==> src/rtl/frame_pkg.sv <==
package frame_pkg;

  // Stream payload
  localparam int DATA_W = 8;

  // Source ports and the tid that names them
  localparam int PORTS  = 2;
  localparam int PORT_W = 1;

  // Status counters and bus
  localparam int CNT_W    = 16;
  localparam int WB_ADR_W = 3;

  // Counter kinds at address port * 4 + kind
  localparam int STAT_GOOD = 0;
  localparam int STAT_BAD  = 1;
  localparam int STAT_OVF  = 2;

  // tuser on the last beat of a bad frame
  localparam logic BAD_USER = 1'b1;

endpackage

==> src/rtl/frame_stats_wb.sv <==
`timescale 1ns/1ps

module frame_stats_wb #(
  parameter int PORTS = 2
) (
  input  logic                           clk,
  input  logic                           rst,
  input  logic [PORTS-1:0]               good,
  input  logic [PORTS-1:0]               bad,
  input  logic [PORTS-1:0]               ovf,
  input  logic                           wb_cyc,
  input  logic                           wb_stb,
  input  logic                           wb_we,
  input  logic [frame_pkg::WB_ADR_W-1:0] wb_adr,
  input  logic [frame_pkg::CNT_W-1:0]    wb_dat_w, // Any write clears
  output logic [frame_pkg::CNT_W-1:0]    wb_dat_r,
  output logic                           wb_ack
);

  localparam int KINDS = 3;

  logic [frame_pkg::CNT_W-1:0]    cnt [PORTS][KINDS];
  logic [KINDS-1:0]               pulse [PORTS];
  logic [frame_pkg::WB_ADR_W-3:0] sel_port;
  logic [1:0]                     sel_kind;
  logic [frame_pkg::CNT_W-1:0]    rd_val;
  logic                           req;

  assign req      = wb_cyc && wb_stb && !wb_ack; // One ack per strobe
  assign sel_port = wb_adr[frame_pkg::WB_ADR_W-1:2];
  assign sel_kind = wb_adr[1:0];

  always_comb begin
    for (int p = 0; p < PORTS; p++) begin
      pulse[p][frame_pkg::STAT_GOOD] = good[p];
      pulse[p][frame_pkg::STAT_BAD]  = bad[p];
      pulse[p][frame_pkg::STAT_OVF]  = ovf[p];
    end
  end

  // Unmapped addresses read zero
  always_comb begin
    rd_val = '0;
    for (int p = 0; p < PORTS; p++) begin
      for (int k = 0; k < KINDS; k++) begin
        if (int'(sel_port) == p && int'(sel_kind) == k) begin
          rd_val = cnt[p][k];
        end
      end
    end
  end

  always_ff @(posedge clk) begin
    if (rst) begin
      wb_ack <= 1'b0;
      for (int p = 0; p < PORTS; p++) begin
        for (int k = 0; k < KINDS; k++) begin
          cnt[p][k] <= '0;
        end
      end
    end else begin
      wb_ack <= req;
      for (int p = 0; p < PORTS; p++) begin
        for (int k = 0; k < KINDS; k++) begin
          if (req && wb_we && int'(sel_port) == p && int'(sel_kind) == k) begin
            cnt[p][k] <= '0; // Clear beats a same-cycle pulse
          end else if (pulse[p][k] && cnt[p][k] != '1) begin
            cnt[p][k] <= cnt[p][k] + 1'b1;
          end
        end
      end
    end
  end

  always_ff @(posedge clk) begin
    if (req && !wb_we) begin
      wb_dat_r <= rd_val;
    end
  end

endmodule

==> config.mk <==
export PLATFORM = sky130hd
export DESIGN_NAME = frame_stats_wb
export DESIGN_NICKNAME = d
export VERILOG_FILES = /design/src/rtl/frame_pkg.sv /design/src/rtl/frame_stats_wb.sv
export SDC_FILE = /design/constraint.sdc
export NUM_CORES = 1
export LEC_CHECK = 0
export BUFFER_PORTS_ARGS = -buffer_cell sky130_fd_sc_hd__buf_4
export CAP_MARGIN = 20
export CORE_ASPECT_RATIO = 1.4
export CORE_UTILIZATION = 33
export CTS_CLUSTER_DIAMETER = 100
export DETAILED_ROUTE_END_ITERATION = 6
export GPL_TIMING_DRIVEN = 0
export PLACE_DENSITY = 0.52
export RECOVER_POWER = 50
export SLEW_MARGIN = 20
export SYNTH_ARGS = -nofsm -noshare
export SYNTH_HDL_FRONTEND = slang
export SYNTH_SLANG_ARGS = --single-unit
==> constraint.sdc <==
create_clock -name clk -period 7.4 [get_ports clk]
set_input_delay 1.48 -clock clk [delete_from_list [all_inputs] [get_ports clk]]
set_output_delay 1.48 -clock clk [all_outputs]
set_load 0.01 [all_outputs]
==> results of run 1 <==
-- cell usage after synthesis (3+ instances only) --
library cell  instances  area share, %
nor3_1               13           0.97
o21ai_0              40            3.0
a21oi_1              25            1.9
nor2_1              117            6.6
xor2_1               28            3.7
mux2i_1               6           0.90
inv_1                22            1.2
mux2_2                5           0.84
a22oi_1              25            2.8
and3_1               16            1.5
a31oi_1              10           0.93
nor2b_1               3           0.28
dfxtp_1              17            5.1
nand2_1              43            2.4
o211ai_1             20            2.2
nand4_1              20            1.9
and4_1               11            1.4
clkbuf_1             18            1.0
buf_2                12           0.90
a22o_1                3           0.39
a21o_1                4           0.45
clkbuf_2              3           0.22
ha_1                  6            1.1
and2_1                3           0.28
xnor2_1              45            5.9
nand3_1              33            2.5
edfxtp_1             96             43
nor4_1                5           0.47
-- stage by stage --
stage                     instance area (um2)  hold WS (ns)  std cells
after floorplan                          6700         0.490        694
after global placement                   7220         0.553        974
after detailed placement                 7230         0.568        974
after CTS                                7820         0.580       1005
after global routing                     7720         0.607       1005
final                                    7720         0.582       1005
-- cell type report --
class,instances,area [um2]
buffer,38,168
clock buffer,17,425
clock inverter,14,171
fill,2025,12100
inverter,23,86.3
multi-input combinational,520,3190
sequential,113,3220
tap,252,315
timing repair buffer,28,139
-- state kept, by name (all words and copies together) (netlist names) --
| name | cells |
|---|---|
| wb_ack | 1 |
| wb_dat_r | 16 |
| cnt | 96 |
-- logic make-up (layout without fill, tap and decap cells) --
kind of cell	count (synthesis)	after routing	share of synthesized area [%]
AND/OR/NAND/NOR	283	283	20.9
AO/OA/AOI/OAI	147	147	14.6
flip-flops	113	113	48.1
XOR/XNOR	73	73	9.54
buffers and inverters	61	120	3.98
multiplexers	11	11	1.74
adder cells (fa/ha/maj)	6	6	1.12
-- report_power, final --
group	total [W]	leakage, nW	internal, W	switching [W]
logic	0.000153	1.17	0.0000564	0.0000962
clock network	0.000842	0.291	0.000553	0.000289
registers	0.000788	1.15	0.000736	0.0000520
-- routing by layer --
metal	vias to the layer above	track usage [%]	routed length [um]	part of all wire (%)
li1	2646	-	-	-
met1	2735	21.8	7740	41
met2	168	33.3	9540	50
met3	58	3.93	780	4.1
met4	0	10.9	867	4.6
met5	-	0	0	0
-- cell usage in the layout (no fill, tap or decap), types with 10 or more instances in the layout --
cell and count:
a21oi_1 25, a22oi_1 25, a31oi_1 10, and3_1 16
and4_1 11, clkbuf_1 46, clkbuf_16 17, dfxtp_1 17
edfxtp_1 96, inv_1 22, nand2_1 43, nand3_1 33
nand4_1 20, nor2_1 117, nor3_1 14, o211ai_1 20
o21ai_0 40, xnor2_1 45, xor2_1 28
-- critical path, cell delays in order --
cell      delay (ns)
clkbuf_4        0.10
clkbuf_1        0.42
inv_1           0.29
a311o_1         0.38
or2_1           0.24
clkbuf_1        0.18
clkbuf_1        0.29
nand2_1         0.60
-- final timing paths --
path | startpoint | end | cells after the start
min | cnt[0][42] | cnt[0][42] | 2
max | wb_adr[2] | cnt[0][1] | 8
min reg2reg | cnt[0][42] | cnt[0][42] | 2
max reg2reg | cnt[0][0] | cnt[0][1] | 7
==> impl_metrics.toml, run 1 <==
[synthesis]
syn_area_mm2 = 0.00670
yosysSeqAreaShare_pct = 48.1
ys_ff_latch = 113
synth_edf_count = 96
yosysWarnings = 0
synthFlopType = "edfxtp_1"
synth_cell_types = 61
synth.avg_cell_area_um2 = 9.65
syn_inst = 694
async_reset_ff_share_pct = 0
syn_nets = 730

[setup_path]
critical_path_arrival_ns = 4.00
reg2reg_slack_ns = 4.14
path_class = "in2reg"
required_ns = 7.45
critPathMaxFanout = 16
start_kind = "primary input"
end_kind = "register"

[floorplan]
dieArea_mm2 = 0.0209
core-area_mm2 = 0.0198
start_util_pct = 33.8
chipHeight_um = 171
io-pin-count = 47
die_w_um = 122
rows = 61

[global_routing]
overflow = 0
grt_pass1_wl_mm = 30.3
grt_use_total_pct = 19.3
antenna_found_initial = 0
grt_pass1_vias = 5611
grt_max_degree = 17

[clock_network]
cts_root_buffer = "clkbuf_16"
insertion_delay_ns = 0.42
clk_pin_slew_ns = 0.05
ctsResizeCount = 0
cts.sinks = 113
htreeDepth = 4
cts_buffers = 17
clockBufferDepth = 2
cts_setup_buffers = 0
ctsHoldBuffers = 0
cts_tree = "done"

[routing]
dr.pass1.iters = 5
num_vias = 5607
drt_iter0_markers = 501
post_drt_via_cell_ratio = 5.58
drtAntennaViolNets = 0
post_drt_wl_per_cell_um = 18.8
drc = 0
routed_wl_mm = 18.9

[sta]
hold_violations = 0
worst_pin_slew_ns = 1.57
tns_ns = 0
grt_setup_unrepaired = "no"
finalCritPeriodShare_pct = 53.5
slew_headroom_pct = -5.02
setup_viol = 0
post-route-min-period_ns = 3.96
fmax_ghz = 0.253
skew_ns = 0.00865
slew_viol_final = 17
fin_ws_ns = 3.44

[place]
place.gp.congestion = 0.926
dp_hpwl_mm = 14.3
place_ws_ns = 3.39
io_buffers = 28

[pwr]
cellPowerDensity_mw_per_mm2 = 231
ir_worst_vdd_mv = 0.143
p_total_w = 0.00178
p_leak_nw = 2.62

[outcome]
violations = "capacitance limit, slew limit"
status = "finished with violations"

[layout]
drive_gt1_share_pct = 8.23
final_nets = 777
diodes = 0
area_growth_pct = 15.3
fin_util_pct = 38.9

[flow_run]
maxCapViolations = 1

[hold_path]
min_path_type = "reg2reg"
Note: power is estimated with default switching activity, not from simulation.
==> inputs of run 2 (changes only) <==
==> constraint.sdc (replaced) <==
create_clock -name clk -period 4 [get_ports clk]
set_input_delay 0.8 -clock clk [delete_from_list [all_inputs] [get_ports clk]]
set_output_delay 0.8 -clock clk [all_outputs]
set_load 0.01 [all_outputs]
==> run 2 against run 1 <==
The run still ends with capacitance limit, slew limit left. Clock power is 85% higher. Highest routed layer unchanged. Routed wire length is 0.15% higher. Register-to-register slack got worse by 3.2 ns. Largest cell class unchanged.
==> impl_metrics.toml, run 2 (synthesis results as in run 1) <==
[pwr]
ir_worst_vdd_mv = 0.266
cellPowerDensity_mw_per_mm2 = 428
p_leak_nw = 2.61
combPwrFrac_pct = 8.6
sequentialPowerShare_pct = 44.1
switchingPower_w = 0.000814
p_int_w = 0.00249
pwr-share-clk_pct = 47.3
swShare_pct = 24.6

[floorplan]
dieArea_mm2 = 0.0209
core-area_mm2 = 0.0198
start_util_pct = 33.8
chipHeight_um = 171
rows = 61
io-pin-count = 47
die_w_um = 122

[clock_network]
cts_tree = "done"
cts.sinks = 113
cts_setup_buffers = 0
clk_pin_slew_ns = 0.05
ctsResizeCount = 0
ctsHoldBuffers = 0
clockBufferDepth = 2
cts_root_buffer = "clkbuf_16"
htreeDepth = 4
insertion_delay_ns = 0.42
cts_buffers = 17

[routing]
drt_iter0_markers = 466
drc = 0
post_drt_wl_per_cell_um = 18.9
post_drt_via_cell_ratio = 5.57
routed_wl_mm = 19.0
num_vias = 5595
drtAntennaViolNets = 0
dr.pass1.iters = 5

[sta]
tns_ns = 0
fmax_ghz = 0.314
post-route-min-period_ns = 3.18
finalCritPeriodShare_pct = 79.5
slew_headroom_pct = -3.25
hold_violations = 0
worst_pin_slew_ns = 1.54
hold-worst-slack_ns = 0.584
grt_setup_unrepaired = "no"
slew_viol_final = 17
skew_ns = 0.00783
setup_viol = 0

[layout]
final_nets = 777
top_regs = "cnt: 96 flops, wb_dat_r: 16 flops, wb_ack: 1 flops"
area_growth_pct = 15.2
diodes = 0
fin_area_mm2 = 0.00771
final_common_cell = "nor2_1"
instances_no_fill = 1005
drive_gt1_share_pct = 8.50
layout_common_cells = "117 x nor2_1, 96 x edfxtp_1, 45 x xnor2_1"
fin_util_pct = 38.9
top_register = "cnt"
largest_reg_flops = 96

[outcome]
status = "finished with violations"
violations = "capacitance limit, slew limit"

[place]
place.gp.congestion = 0.926
placed_cells = 974
dp_hpwl_mm = 14.3
io_buffers = 28
place_area_mm2 = 0.00723

[setup_path]
cp_num_buf_inv = 5
reg2reg_slack_ns = 0.92
cpMostUsedCell = "clkbuf_1"
path_class = "in2reg"
r2r_cells = 7
critPathTopFamily = "buffers and inverters"
r2r-end = "cnt[0][1]"
crit_path_cell_trace = "clkbuf_4 > clkbuf_1 > inv_1 > a311o_1 > or2_1 > clkbuf_1 > buf_2 > nand2_1"
critPathMaxFanout = 16
start_kind = "primary input"
cp_slowest_cell = "nand2_1"
r2r_start = "cnt[0][0]"
required_ns = 4.05
critical_path_arrival_ns = 3.23
end_kind = "register"
slowest_delay_ns = 0.54

[global_routing]
grt_pass1_vias = 5616
antenna_found_initial = 0
grt_use_total_pct = 19.3
grt_max_degree = 17
grt_pass1_wl_mm = 30.3
overflow = 0

[flow_run]
maxCapViolations = 1

[hold_path]
hp-start = "cnt[0][42]"
holdPathEnd = "cnt[0][42]"
min_path_type = "reg2reg"
hold_depth = 2
==> run 2: changes by cell type in the layout (fill, tap and decap cells not counted), sizes merged <==
cell / delta
buf: +2
clkbuf: -2
==> run 2: metal layers <==
layer | vias to the layer above | global-route usage [%] | wire length, um
met5 | - | 0 | 0
met1 | 2735 | 21.8 | 7750
li1 | 2643 | - | -
met2 | 162 | 33.3 | 9600
met4 | 0 | 10.9 | 869
met3 | 55 | 3.93 | 738
==> run 2: layout make-up <==
cell class / instances / area (um2)
flip-flops and latches: 113 / 3220
repair buffers: 28 / 143
clock inverters: 14 / 171
fillers: 2023 / 12100
inverters: 23 / 86.3
clock buffers: 17 / 425
multi-input cells: 520 / 3190
plain buffers: 38 / 165
well taps: 252 / 315
==> run 2: per-stage QoR <==
step	setup slack, ns	total power (W)
after floorplan	1.19	0.00164
after global placement	0.694	0.00176
after detailed placement	0.671	0.00177
after CTS	1.06	0.00332
after global routing	0.680	0.00341
final	0.819	0.00330
==> run 2: worst min-delay path, delay by kind of cell (launching register included) <==
family | cells | cell delay, ns
DFF | 1 | 0.38
and+or+nand+nor | 1 | 0.09
AOI/OAI and AO/OA | 1 | 0.06
==> run 2: worst max path at each step <==
stage	depth (start not counted)	end	start
detailed placement	8	cnt[1][37]	wb_we
global route	8	cnt[0][18]	wb_adr[2]
CTS	6	cnt[0][16]	cnt[0][23]
floorplan	8	cnt[0][0]	wb_adr[1]
finish	8	cnt[0][1]	wb_adr[2]
global placement	8	cnt[1][38]	wb_we
==> run 2: power groups by stage <==
stage / Combinational (W) / Clock (W) / Sequential (W)
6_report: 0.000283 / 0.00156 / 0.00146
5_1_grt: 0.000312 / 0.00163 / 0.00147
4_1_cts: 0.000289 / 0.00158 / 0.00146
3_5_place_dp: 0.000287 / 0 / 0.00148
3_3_place_gp: 0.000282 / 0 / 0.00147
2_1_floorplan: 0.000201 / 0 / 0.00144
