$ cat src/rtl/frame_pkg.sv
package frame_pkg;

  // Stream payload
  localparam int DATA_W = 8;

  // Source ports and the tid that names them
  localparam int PORTS  = 2;
  localparam int PORT_W = 1;

  // Status counters and bus
  localparam int CNT_W    = 16;
  localparam int WB_ADR_W = 3;

  // Counter kinds at address port * 4 + kind
  localparam int STAT_GOOD = 0;
  localparam int STAT_BAD  = 1;
  localparam int STAT_OVF  = 2;

  // tuser on the last beat of a bad frame
  localparam logic BAD_USER = 1'b1;

endpackage

$ cat src/rtl/axis_frame_fifo.sv
`timescale 1ns/1ps

module axis_frame_fifo #(
  parameter int FIFO_ADDR_W = 4
) (
  input  logic                         clk,
  input  logic                         rst,
  input  logic [frame_pkg::DATA_W-1:0] s_tdata,
  input  logic                         s_tvalid,
  output logic                         s_tready,
  input  logic                         s_tlast,
  input  logic                         s_tuser,
  output logic [frame_pkg::DATA_W-1:0] m_tdata,
  output logic                         m_tvalid,
  input  logic                         m_tready,
  output logic                         m_tlast,
  output logic                         stat_good,
  output logic                         stat_bad,
  output logic                         stat_ovf
);

  localparam int WIDTH = frame_pkg::DATA_W + 1; // tlast stored above tdata

  logic [WIDTH-1:0]       mem [2**FIFO_ADDR_W];
  logic [FIFO_ADDR_W:0]   wr_ptr;               // Committed frames end here
  logic [FIFO_ADDR_W:0]   wr_ptr_next;
  logic [FIFO_ADDR_W:0]   wr_cur;               // Frame being written
  logic [FIFO_ADDR_W:0]   wr_cur_next;
  logic [FIFO_ADDR_W-1:0] wr_addr;
  logic [FIFO_ADDR_W:0]   rd_ptr;
  logic [FIFO_ADDR_W:0]   rd_ptr_next;
  logic [WIDTH-1:0]       rd_data;
  logic                   rd_valid;
  logic                   rd_valid_next;
  logic [WIDTH-1:0]       out_data;
  logic                   out_valid;
  logic                   out_valid_next;
  logic                   accept_en;
  logic                   drop;
  logic                   drop_next;
  logic                   good_next;
  logic                   bad_next;
  logic                   ovf_next;
  logic                   write;
  logic                   read;
  logic                   store;
  logic                   full_cur;
  logic                   empty;

  assign full_cur = (wr_cur[FIFO_ADDR_W] != rd_ptr[FIFO_ADDR_W]) &&
                    (wr_cur[FIFO_ADDR_W-1:0] == rd_ptr[FIFO_ADDR_W-1:0]);
  assign empty    = (wr_ptr == rd_ptr);

  assign s_tready = accept_en; // Full frames are dropped rather than stalled
  assign m_tdata  = out_data[frame_pkg::DATA_W-1:0];
  assign m_tlast  = out_data[frame_pkg::DATA_W];
  assign m_tvalid = out_valid;

  always_comb begin
    write       = 1'b0;
    drop_next   = drop;
    good_next   = 1'b0;
    bad_next    = 1'b0;
    ovf_next    = 1'b0;
    wr_ptr_next = wr_ptr;
    wr_cur_next = wr_cur;
    if (s_tvalid && s_tready) begin
      if (full_cur || drop) begin
        drop_next = 1'b1;
        if (s_tlast) begin
          wr_cur_next = wr_ptr; // Rewind over the partial frame
          drop_next   = 1'b0;
          ovf_next    = 1'b1;
        end
      end else begin
        write       = 1'b1;
        wr_cur_next = wr_cur + 1'b1;
        if (s_tlast) begin
          if (s_tuser == frame_pkg::BAD_USER) begin
            wr_cur_next = wr_ptr;
            bad_next    = 1'b1;
          end else begin
            wr_ptr_next = wr_cur + 1'b1; // Commit whole frame
            good_next   = 1'b1;
          end
        end
      end
    end
  end

  always_ff @(posedge clk) begin
    if (rst) begin
      accept_en <= 1'b0;
      wr_ptr    <= '0;
      wr_cur    <= '0;
      wr_addr   <= '0;
      drop      <= 1'b0;
      stat_good <= 1'b0;
      stat_bad  <= 1'b0;
      stat_ovf  <= 1'b0;
    end else begin
      accept_en <= 1'b1;
      wr_ptr    <= wr_ptr_next;
      wr_cur    <= wr_cur_next;
      wr_addr   <= wr_cur_next[FIFO_ADDR_W-1:0];
      drop      <= drop_next;
      stat_good <= good_next;
      stat_bad  <= bad_next;
      stat_ovf  <= ovf_next;
    end
  end

  always_ff @(posedge clk) begin
    if (write) begin
      mem[wr_addr] <= {s_tlast, s_tdata};
    end
  end

  // Read pipeline of memory register then output register
  always_comb begin
    read          = 1'b0;
    rd_ptr_next   = rd_ptr;
    rd_valid_next = rd_valid;
    if (store || !rd_valid) begin
      if (!empty) begin
        read          = 1'b1;
        rd_valid_next = 1'b1;
        rd_ptr_next   = rd_ptr + 1'b1;
      end else begin
        rd_valid_next = 1'b0;
      end
    end
  end

  assign store          = m_tready || !out_valid;
  assign out_valid_next = store ? rd_valid : out_valid;

  always_ff @(posedge clk) begin
    if (rst) begin
      rd_ptr    <= '0;
      rd_valid  <= 1'b0;
      out_valid <= 1'b0;
    end else begin
      rd_ptr    <= rd_ptr_next;
      rd_valid  <= rd_valid_next;
      out_valid <= out_valid_next;
    end
  end

  always_ff @(posedge clk) begin
    if (read) begin
      rd_data <= mem[rd_ptr[FIFO_ADDR_W-1:0]];
    end
    if (store) begin
      out_data <= rd_data;
    end
  end

endmodule

$ cat config.mk
export PLATFORM = sky130hd
export DESIGN_NAME = axis_frame_fifo
export DESIGN_NICKNAME = d
export VERILOG_FILES = /design/src/rtl/frame_pkg.sv /design/src/rtl/axis_frame_fifo.sv
export SDC_FILE = /design/constraint.sdc
export NUM_CORES = 1
export LEC_CHECK = 0
export BUFFER_PORTS_ARGS = -buffer_cell sky130_fd_sc_hd__clkbuf_2
export CAP_MARGIN = 20
export CORE_ASPECT_RATIO = 0.7
export CORE_UTILIZATION = 50
export CTS_CLUSTER_SIZE = 10
export DETAILED_ROUTE_END_ITERATION = 6
export PLACE_DENSITY = 0.74
export SYNTH_ARGS = -nofsm -noshare
export SYNTH_HDL_FRONTEND = slang
export SYNTH_SLANG_ARGS = --single-unit
$ cat constraint.sdc
create_clock -name clk -period 2.95 [get_ports clk]
set_input_delay 0.4425 -clock clk [delete_from_list [all_inputs] [get_ports clk]]
set_output_delay 0.4425 -clock clk [all_outputs]
set_load 0.01 [all_outputs]
==> flow_summary.json, run 1 <==
{
  "rr_startpoint": "wr_cur[2]$_SDFFE_PP0P_",
  "setup_tns_ps": 0,
  "cp.required_ps": 3070,
  "grt-ovfl-total": 0,
  "status": "complete, no violations",
  "htreeDepth": 4,
  "yosysSeqAreaShare_pct": 73.3,
  "grt_pass1_wl_um": 22500,
  "cts-buffers-inserted": 17,
  "postCtsSetupRepairBufs": 0,
  "drt-pass1-iter-count": 5,
  "yosys-top-cells-area": "edfxtp_1 (67%), mux4_2 (14%), dfxtp_1 (6.1%)",
  "hold_buffers": 0,
  "portBuffers": 27,
  "synth_fp_nets": 394,
  "post-route-period-util_pct": 89.2,
  "hp-start": "m_tready",
  "drc": 0,
  "placed_cell_area_mm2": 0.00771,
  "multi_input_area_mm2": 0.00179,
  "cts_resized": 0,
  "finalHoldViolations": 0,
  "grt_setup_unrepaired": "no",
  "floorplan.initialDensity_pct": 51.7,
  "num_antenna_cells": 0,
  "synth_top_cell_by_area": "edfxtp_1",
  "clk_latency_ps": 420,
  "area_growth_pct": 15.1,
  "p_leak_nw": 2.72,
  "wl_per_cell_um": 23.9,
  "ant_nets": 0,
  "finalSetupViolCount": 0,
  "clk_pin_slew_ps": 60,
  "ys_types": 42,
  "layout_min_cycle_time_ps": 2630,
  "nets": 446,
  "fmax_mhz": 380,
  "final_max_slew_viol_count": 0,
  "cts_tree": "done",
  "clockRootBuffer": "clkbuf_16",
  "cp.arrival_ps": 2750,
  "grt_use_met1_pct": 33.5,
  "ys.flop_type": "edfxtp_1",
  "hold_end": "m_tvalid$_SDFFE_PP0P_",
  "grt_pass1_vias": 3550,
  "r2r_end": "mem[1][7]$_DFFE_PP_",
  "synth_area_mm2": 0.00724,
  "synth-edff-count": 162,
  "netlist_top_cells_count": "edfxtp_1 (162), mux4_2 (44), nor2_1 (27)",
  "worstMarginPinSlew_ps": 672,
  "use_met2_pct": 31.0,
  "clk_path_buf_depth": 2,
  "ys_ff_latch": 184,
  "antenna_found_initial": 0,
  "wl_um": 15000,
  "slew_headroom_pct": 55.2,
  "core_mm2": 0.0140,
  "endpoint_kind": "flip-flop",
  "crit_path_max_fanout": 12,
  "grt.total_usage_pct": 21.9,
  "path_class": "reg2reg",
  "r2r_slack_ps": 320,
  "rows": 36,
  "hp-class": "in2reg",
  "power_density_mw_per_mm2": 805,
  "vdd_drop_max_mv": 0.511,
  "clock-sinks": 184,
  "syn_avg_cell_area_um2": 19.3,
  "dp.final_hpwl_um": 9400,
  "synth_top_area_share_pct": 67.2,
  "ff_latch_area_mm2": 0.00531,
  "grtUsageMet3_pct": 5.22,
  "die_w_um": 146,
  "finClkSkew_ps": 9.74,
  "n_fill_cell": 973,
  "min_path_cells": 4,
  "drt_iter0_markers": 363,
  "start_kind": "flip-flop",
  "fp.dieArea_mm2": 0.0150,
  "yosys_warnings": 0,
  "yosysMostFrequentCell": "edfxtp_1",
  "reg2reg_depth": 6,
  "grt_max_degree": 39,
  "drv_cap": 0,
  "via_count": 3674,
  "final_cell_area_mm2": 0.00833,
  "busiest_layer": "met1",
  "via_per_inst": 5.83,
  "io_pins": 28,
  "async_flop_share_pct": 0,
  "fp.dieH_um": 103,
  "gp_congestion": 0.825,
  "drive_above_1_share_pct": 28.9,
  "synthCells": 375
}
[cells in the final DEF (no fill, tap or decap), types with 2 or more instances in the layout]
cell        count
edfxtp_1      162
inv_1           8
clkinvlp_4      2
o21ai_0         3
bufinv_16       5
mux2i_1         4
clkbuf_16      17
a211oi_1        4
buf_12          2
o211ai_1        2
o21a_1          2
clkbuf_1        6
a21oi_1         9
nor3_1          8
nand3_1         7
ha_1            5
clkinv_1        2
or3_1           2
xor2_1          6
o31ai_1         2
nand2_1        10
buf_4          23
nor2_1         27
dfxtp_2         2
mux4_2         44
nand2b_1        3
dfxtp_1        20
xnor2_1        10
clkbuf_2       27
[state kept, by name, summed over array words and instances, names as in the netlist]
signal	flops
drop	1
m_tvalid	1
mem	144
out_data	9
rd_data	9
rd_ptr	5
rd_valid	1
s_tready	1
stat_bad	1
stat_good	1
stat_ovf	1
wr_cur	5
wr_ptr	5
[worst max path at each step]
stage | startpoint | end | slack [ps] | depth (start not counted)
2_1_floorplan | wr_cur[0]$_SDFFE_PP0P_ | mem[0][0]$_DFFE_PP_ | 620 | 6
3_3_place_gp | wr_cur[2]$_SDFFE_PP0P_ | mem[11][0]$_DFFE_PP_ | 510 | 6
3_5_place_dp | wr_cur[2]$_SDFFE_PP0P_ | mem[11][8]$_DFFE_PP_ | 440 | 6
4_1_cts | wr_cur[2]$_SDFFE_PP0P_ | mem[11][8]$_DFFE_PP_ | 400 | 6
5_1_grt | wr_cur[3]$_SDFFE_PP0P_ | mem[9][2]$_DFFE_PP_ | 190 | 5
6_report | wr_cur[2]$_SDFFE_PP0P_ | mem[1][7]$_DFFE_PP_ | 320 | 6
[through the flow]
stage          hold WS [ps]  total power [mW]  cells  setup slack, ps  util (%)
2_1_floorplan           400              4.01    375              621         -
3_3_place_gp            405              4.34    598              509      55.0
3_5_place_dp            405              4.37    598              441      55.0
4_1_cts                 298              6.75    630              398      59.5
5_1_grt                 322              6.94    630              185      59.5
6_report                312              6.71    630              320      59.5
[critical path, cell delays in order, from the launching register on]
cell and delay (ps):
dfxtp_1 650, xnor2_1 170, and4_4 230, a211oi_2 510, nand2_1 260, nor3_1 250
buf_4 260
[area by class of cell]
| type | count | share of cell area, % |
|---|---|---|
| clock buffers | 23 | 5.38 |
| clock inverters | 9 | 2.07 |
| inverters | 8 | 0.360 |
| multi-input cells | 164 | 21.5 |
| flip-flops and latches | 184 | 63.7 |
| well taps | 190 | 2.85 |
| repair buffers | 52 | 4.17 |
[cells by family after synthesis]
logic type	share of synthesized area (%)
mux	14.8
buf+inv	2.01
fa+ha+maj	0.864
xor+xnor	1.94
flops	73.3
simple gates	3.91
compound gates	3.23
[where the power goes]
part | total (mW) | switching [mW] | internal [mW]
Sequential | 3.20 | 0.119 | 3.08
Clock | 2.38 | 0.885 | 1.50
Combinational | 1.13 | 0.585 | 0.541
[metal layers]
layer	vias up	wire, um
met4	0	178
met2	170	6490
met5	-	0
li1	1605	-
met1	1883	7190
met3	16	1180
No activity file was read; power rests on OpenSTA's default activity.
==> inputs of run 2 (changes only) <==
--- a/config.mk
+++ b/config.mk
@@ -11,7 +11,9 @@
 export CORE_UTILIZATION = 50
 export CTS_CLUSTER_SIZE = 10
 export DETAILED_ROUTE_END_ITERATION = 6
+export GPL_TIMING_DRIVEN = 0
 export PLACE_DENSITY = 0.74
+export SLEW_MARGIN = 0
 export SYNTH_ARGS = -nofsm -noshare
 export SYNTH_HDL_FRONTEND = slang
 export SYNTH_SLANG_ARGS = --single-unit
==> flow_summary.json, run 2 (same netlist as run 1, synthesis figures left out) <==
{
  "status": "complete, no violations",
  "clk_path_buf_depth": 2,
  "finClkSkew_ps": 10.7,
  "rows": 36,
  "vdd_drop_max_mv": 0.476,
  "slew_headroom_pct": 32.3,
  "power.total_mw": 6.53,
  "fp.dieArea_mm2": 0.0150,
  "cts-buffers-inserted": 17,
  "max_stage_delay_ps": 810,
  "clk_latency_ps": 430,
  "htreeDepth": 4,
  "drt_iter0_markers": 352,
  "top_regs": "mem (144), out_data (9), rd_data (9)",
  "final_max_slew_viol_count": 0,
  "start_kind": "flip-flop",
  "grt.total_usage_pct": 20.4,
  "gp_congestion": 0.833,
  "dp.final_hpwl_um": 9180,
  "final_cells": 623,
  "final_common_cell": "edfxtp_1",
  "power_density_mw_per_mm2": 797,
  "grt_setup_unrepaired": "yes",
  "path_class": "reg2reg",
  "top_register": "mem",
  "cp.arrival_ps": 2810,
  "cp_cell_sequence": "buf_4 -> xnor2_1 -> and4_4 -> a211oi_2 -> nand2_1 -> nor2_1",
  "antenna_found_initial": 0,
  "wl_per_cell_um": 22.5,
  "p_leak_nw": 2.64,
  "fp.dieH_um": 103,
  "fmax_mhz": 363,
  "ant_nets": 0,
  "drc": 0,
  "num_antenna_cells": 0,
  "grt_max_degree": 18,
  "cts_tree": "done",
  "portBuffers": 26,
  "r2r_slack_ps": 190,
  "via_per_inst": 5.86,
  "grt-ovfl-total": 0,
  "largest_reg_flops": 144,
  "crit_path_max_fanout": 9,
  "hp-class": "in2reg",
  "cts_resized": 0,
  "clk_pin_slew_ps": 70,
  "io_pins": 28,
  "finalHoldViolations": 0,
  "crit_slowest_cell": "nor2_1",
  "post-route-period-util_pct": 93.5,
  "cp.required_ps": 3000,
  "nets": 439,
  "clockRootBuffer": "clkbuf_16",
  "drt-pass1-iter-count": 5,
  "worstMarginPinSlew_ps": 1010,
  "grt_pass1_wl_um": 21100,
  "layout_min_cycle_time_ps": 2760,
  "via_count": 3652,
  "clock-sinks": 184,
  "die_w_um": 146,
  "worst-path-buf-inv": 1,
  "drv_cap": 0,
  "hold_buffers": 0,
  "drive_above_1_share_pct": 27.9,
  "area_growth_pct": 13.2,
  "floorplan.initialDensity_pct": 51.7,
  "most-common-layout-cells": "edfxtp_1 (162), mux4_2 (44), nor2_1 (27)",
  "final_cell_area_mm2": 0.00819,
  "core_mm2": 0.0140,
  "placed_cell_area_mm2": 0.00763,
  "critPathTopFamily": "simple AND/OR/NAND/NOR gates",
  "dp.cells": 591,
  "wl_um": 14000,
  "postCtsSetupRepairBufs": 0,
  "finalSetupViolCount": 0,
  "grt_pass1_vias": 3508,
  "endpoint_kind": "flip-flop"
}
==> run 2: cell types whose count changed in the layout (fill, tap and decap cells not counted), moves of 3 or more <==
cell	previous run	this run
buf_2	0	5
bufinv_16	5	1
buf_4	23	2
inv_6	0	5
nor3_1	8	4
nor3_2	0	4
clkinv_2	0	3
clkinv_4	0	3
==> run 2: final timing paths <==
kind,startpoint,to,cells past startpoint
worst max-delay path,wr_cur[0]$_SDFFE_PP0P_,mem[15][6]$_DFFE_PP_,6
worst min-delay path,m_tready,m_tvalid$_SDFFE_PP0P_,4
worst max register to register,wr_cur[0]$_SDFFE_PP0P_,mem[15][6]$_DFFE_PP_,6
worst min register to register,rd_data[0]$_DFFE_PP_,out_data[0]$_DFFE_PP_,0
==> run 2: area by class of cell <==
| class | instances | area, um2 |
|---|---|---|
| well taps | 190 | 238 |
| multi-input cells | 164 | 1810 |
| clock inverters | 15 | 141 |
| inverters | 8 | 30.0 |
| plain buffers | 19 | 115 |
| flip-flops and latches | 184 | 5310 |
| fillers | 1028 | 5820 |
| clock buffers | 17 | 425 |
| repair buffers | 26 | 130 |
==> run 2: report_power, final <==
part | switching, mW | internal [mW] | total, mW
logic | 0.658 | 0.559 | 1.22
clock network | 0.999 | 1.18 | 2.18
registers | 0.0642 | 3.07 | 3.13
total | 1.72 | 4.81 | 6.53
==> run 2: metal layers <==
layer	wire length [um]	part of all wire [%]	GRT usage, %
met5	0	0	0
met1	6390	46	29.4
met2	6170	44	29.7
met3	1330	9.5	6.90
met4	102	0.73	6.56
==> run 2: worst min-delay path, stage by stage <==
cell	delay [ps]
clkbuf_2	80
nor2b_1	60
nor2_1	90
nor2_1	40
==> run 2: stage by stage <==
step	util [%]	setup WS [ps]	hold slack (ps)	setup TNS, ps
2_1_floorplan	-	621	400	0
3_3_place_gp	54.3	-264	406	-8610
3_5_place_dp	54.4	184	405	0
4_1_cts	58.5	153	312	0
5_1_grt	58.5	-2.26	369	-3.70
6_report	58.5	193	323	0
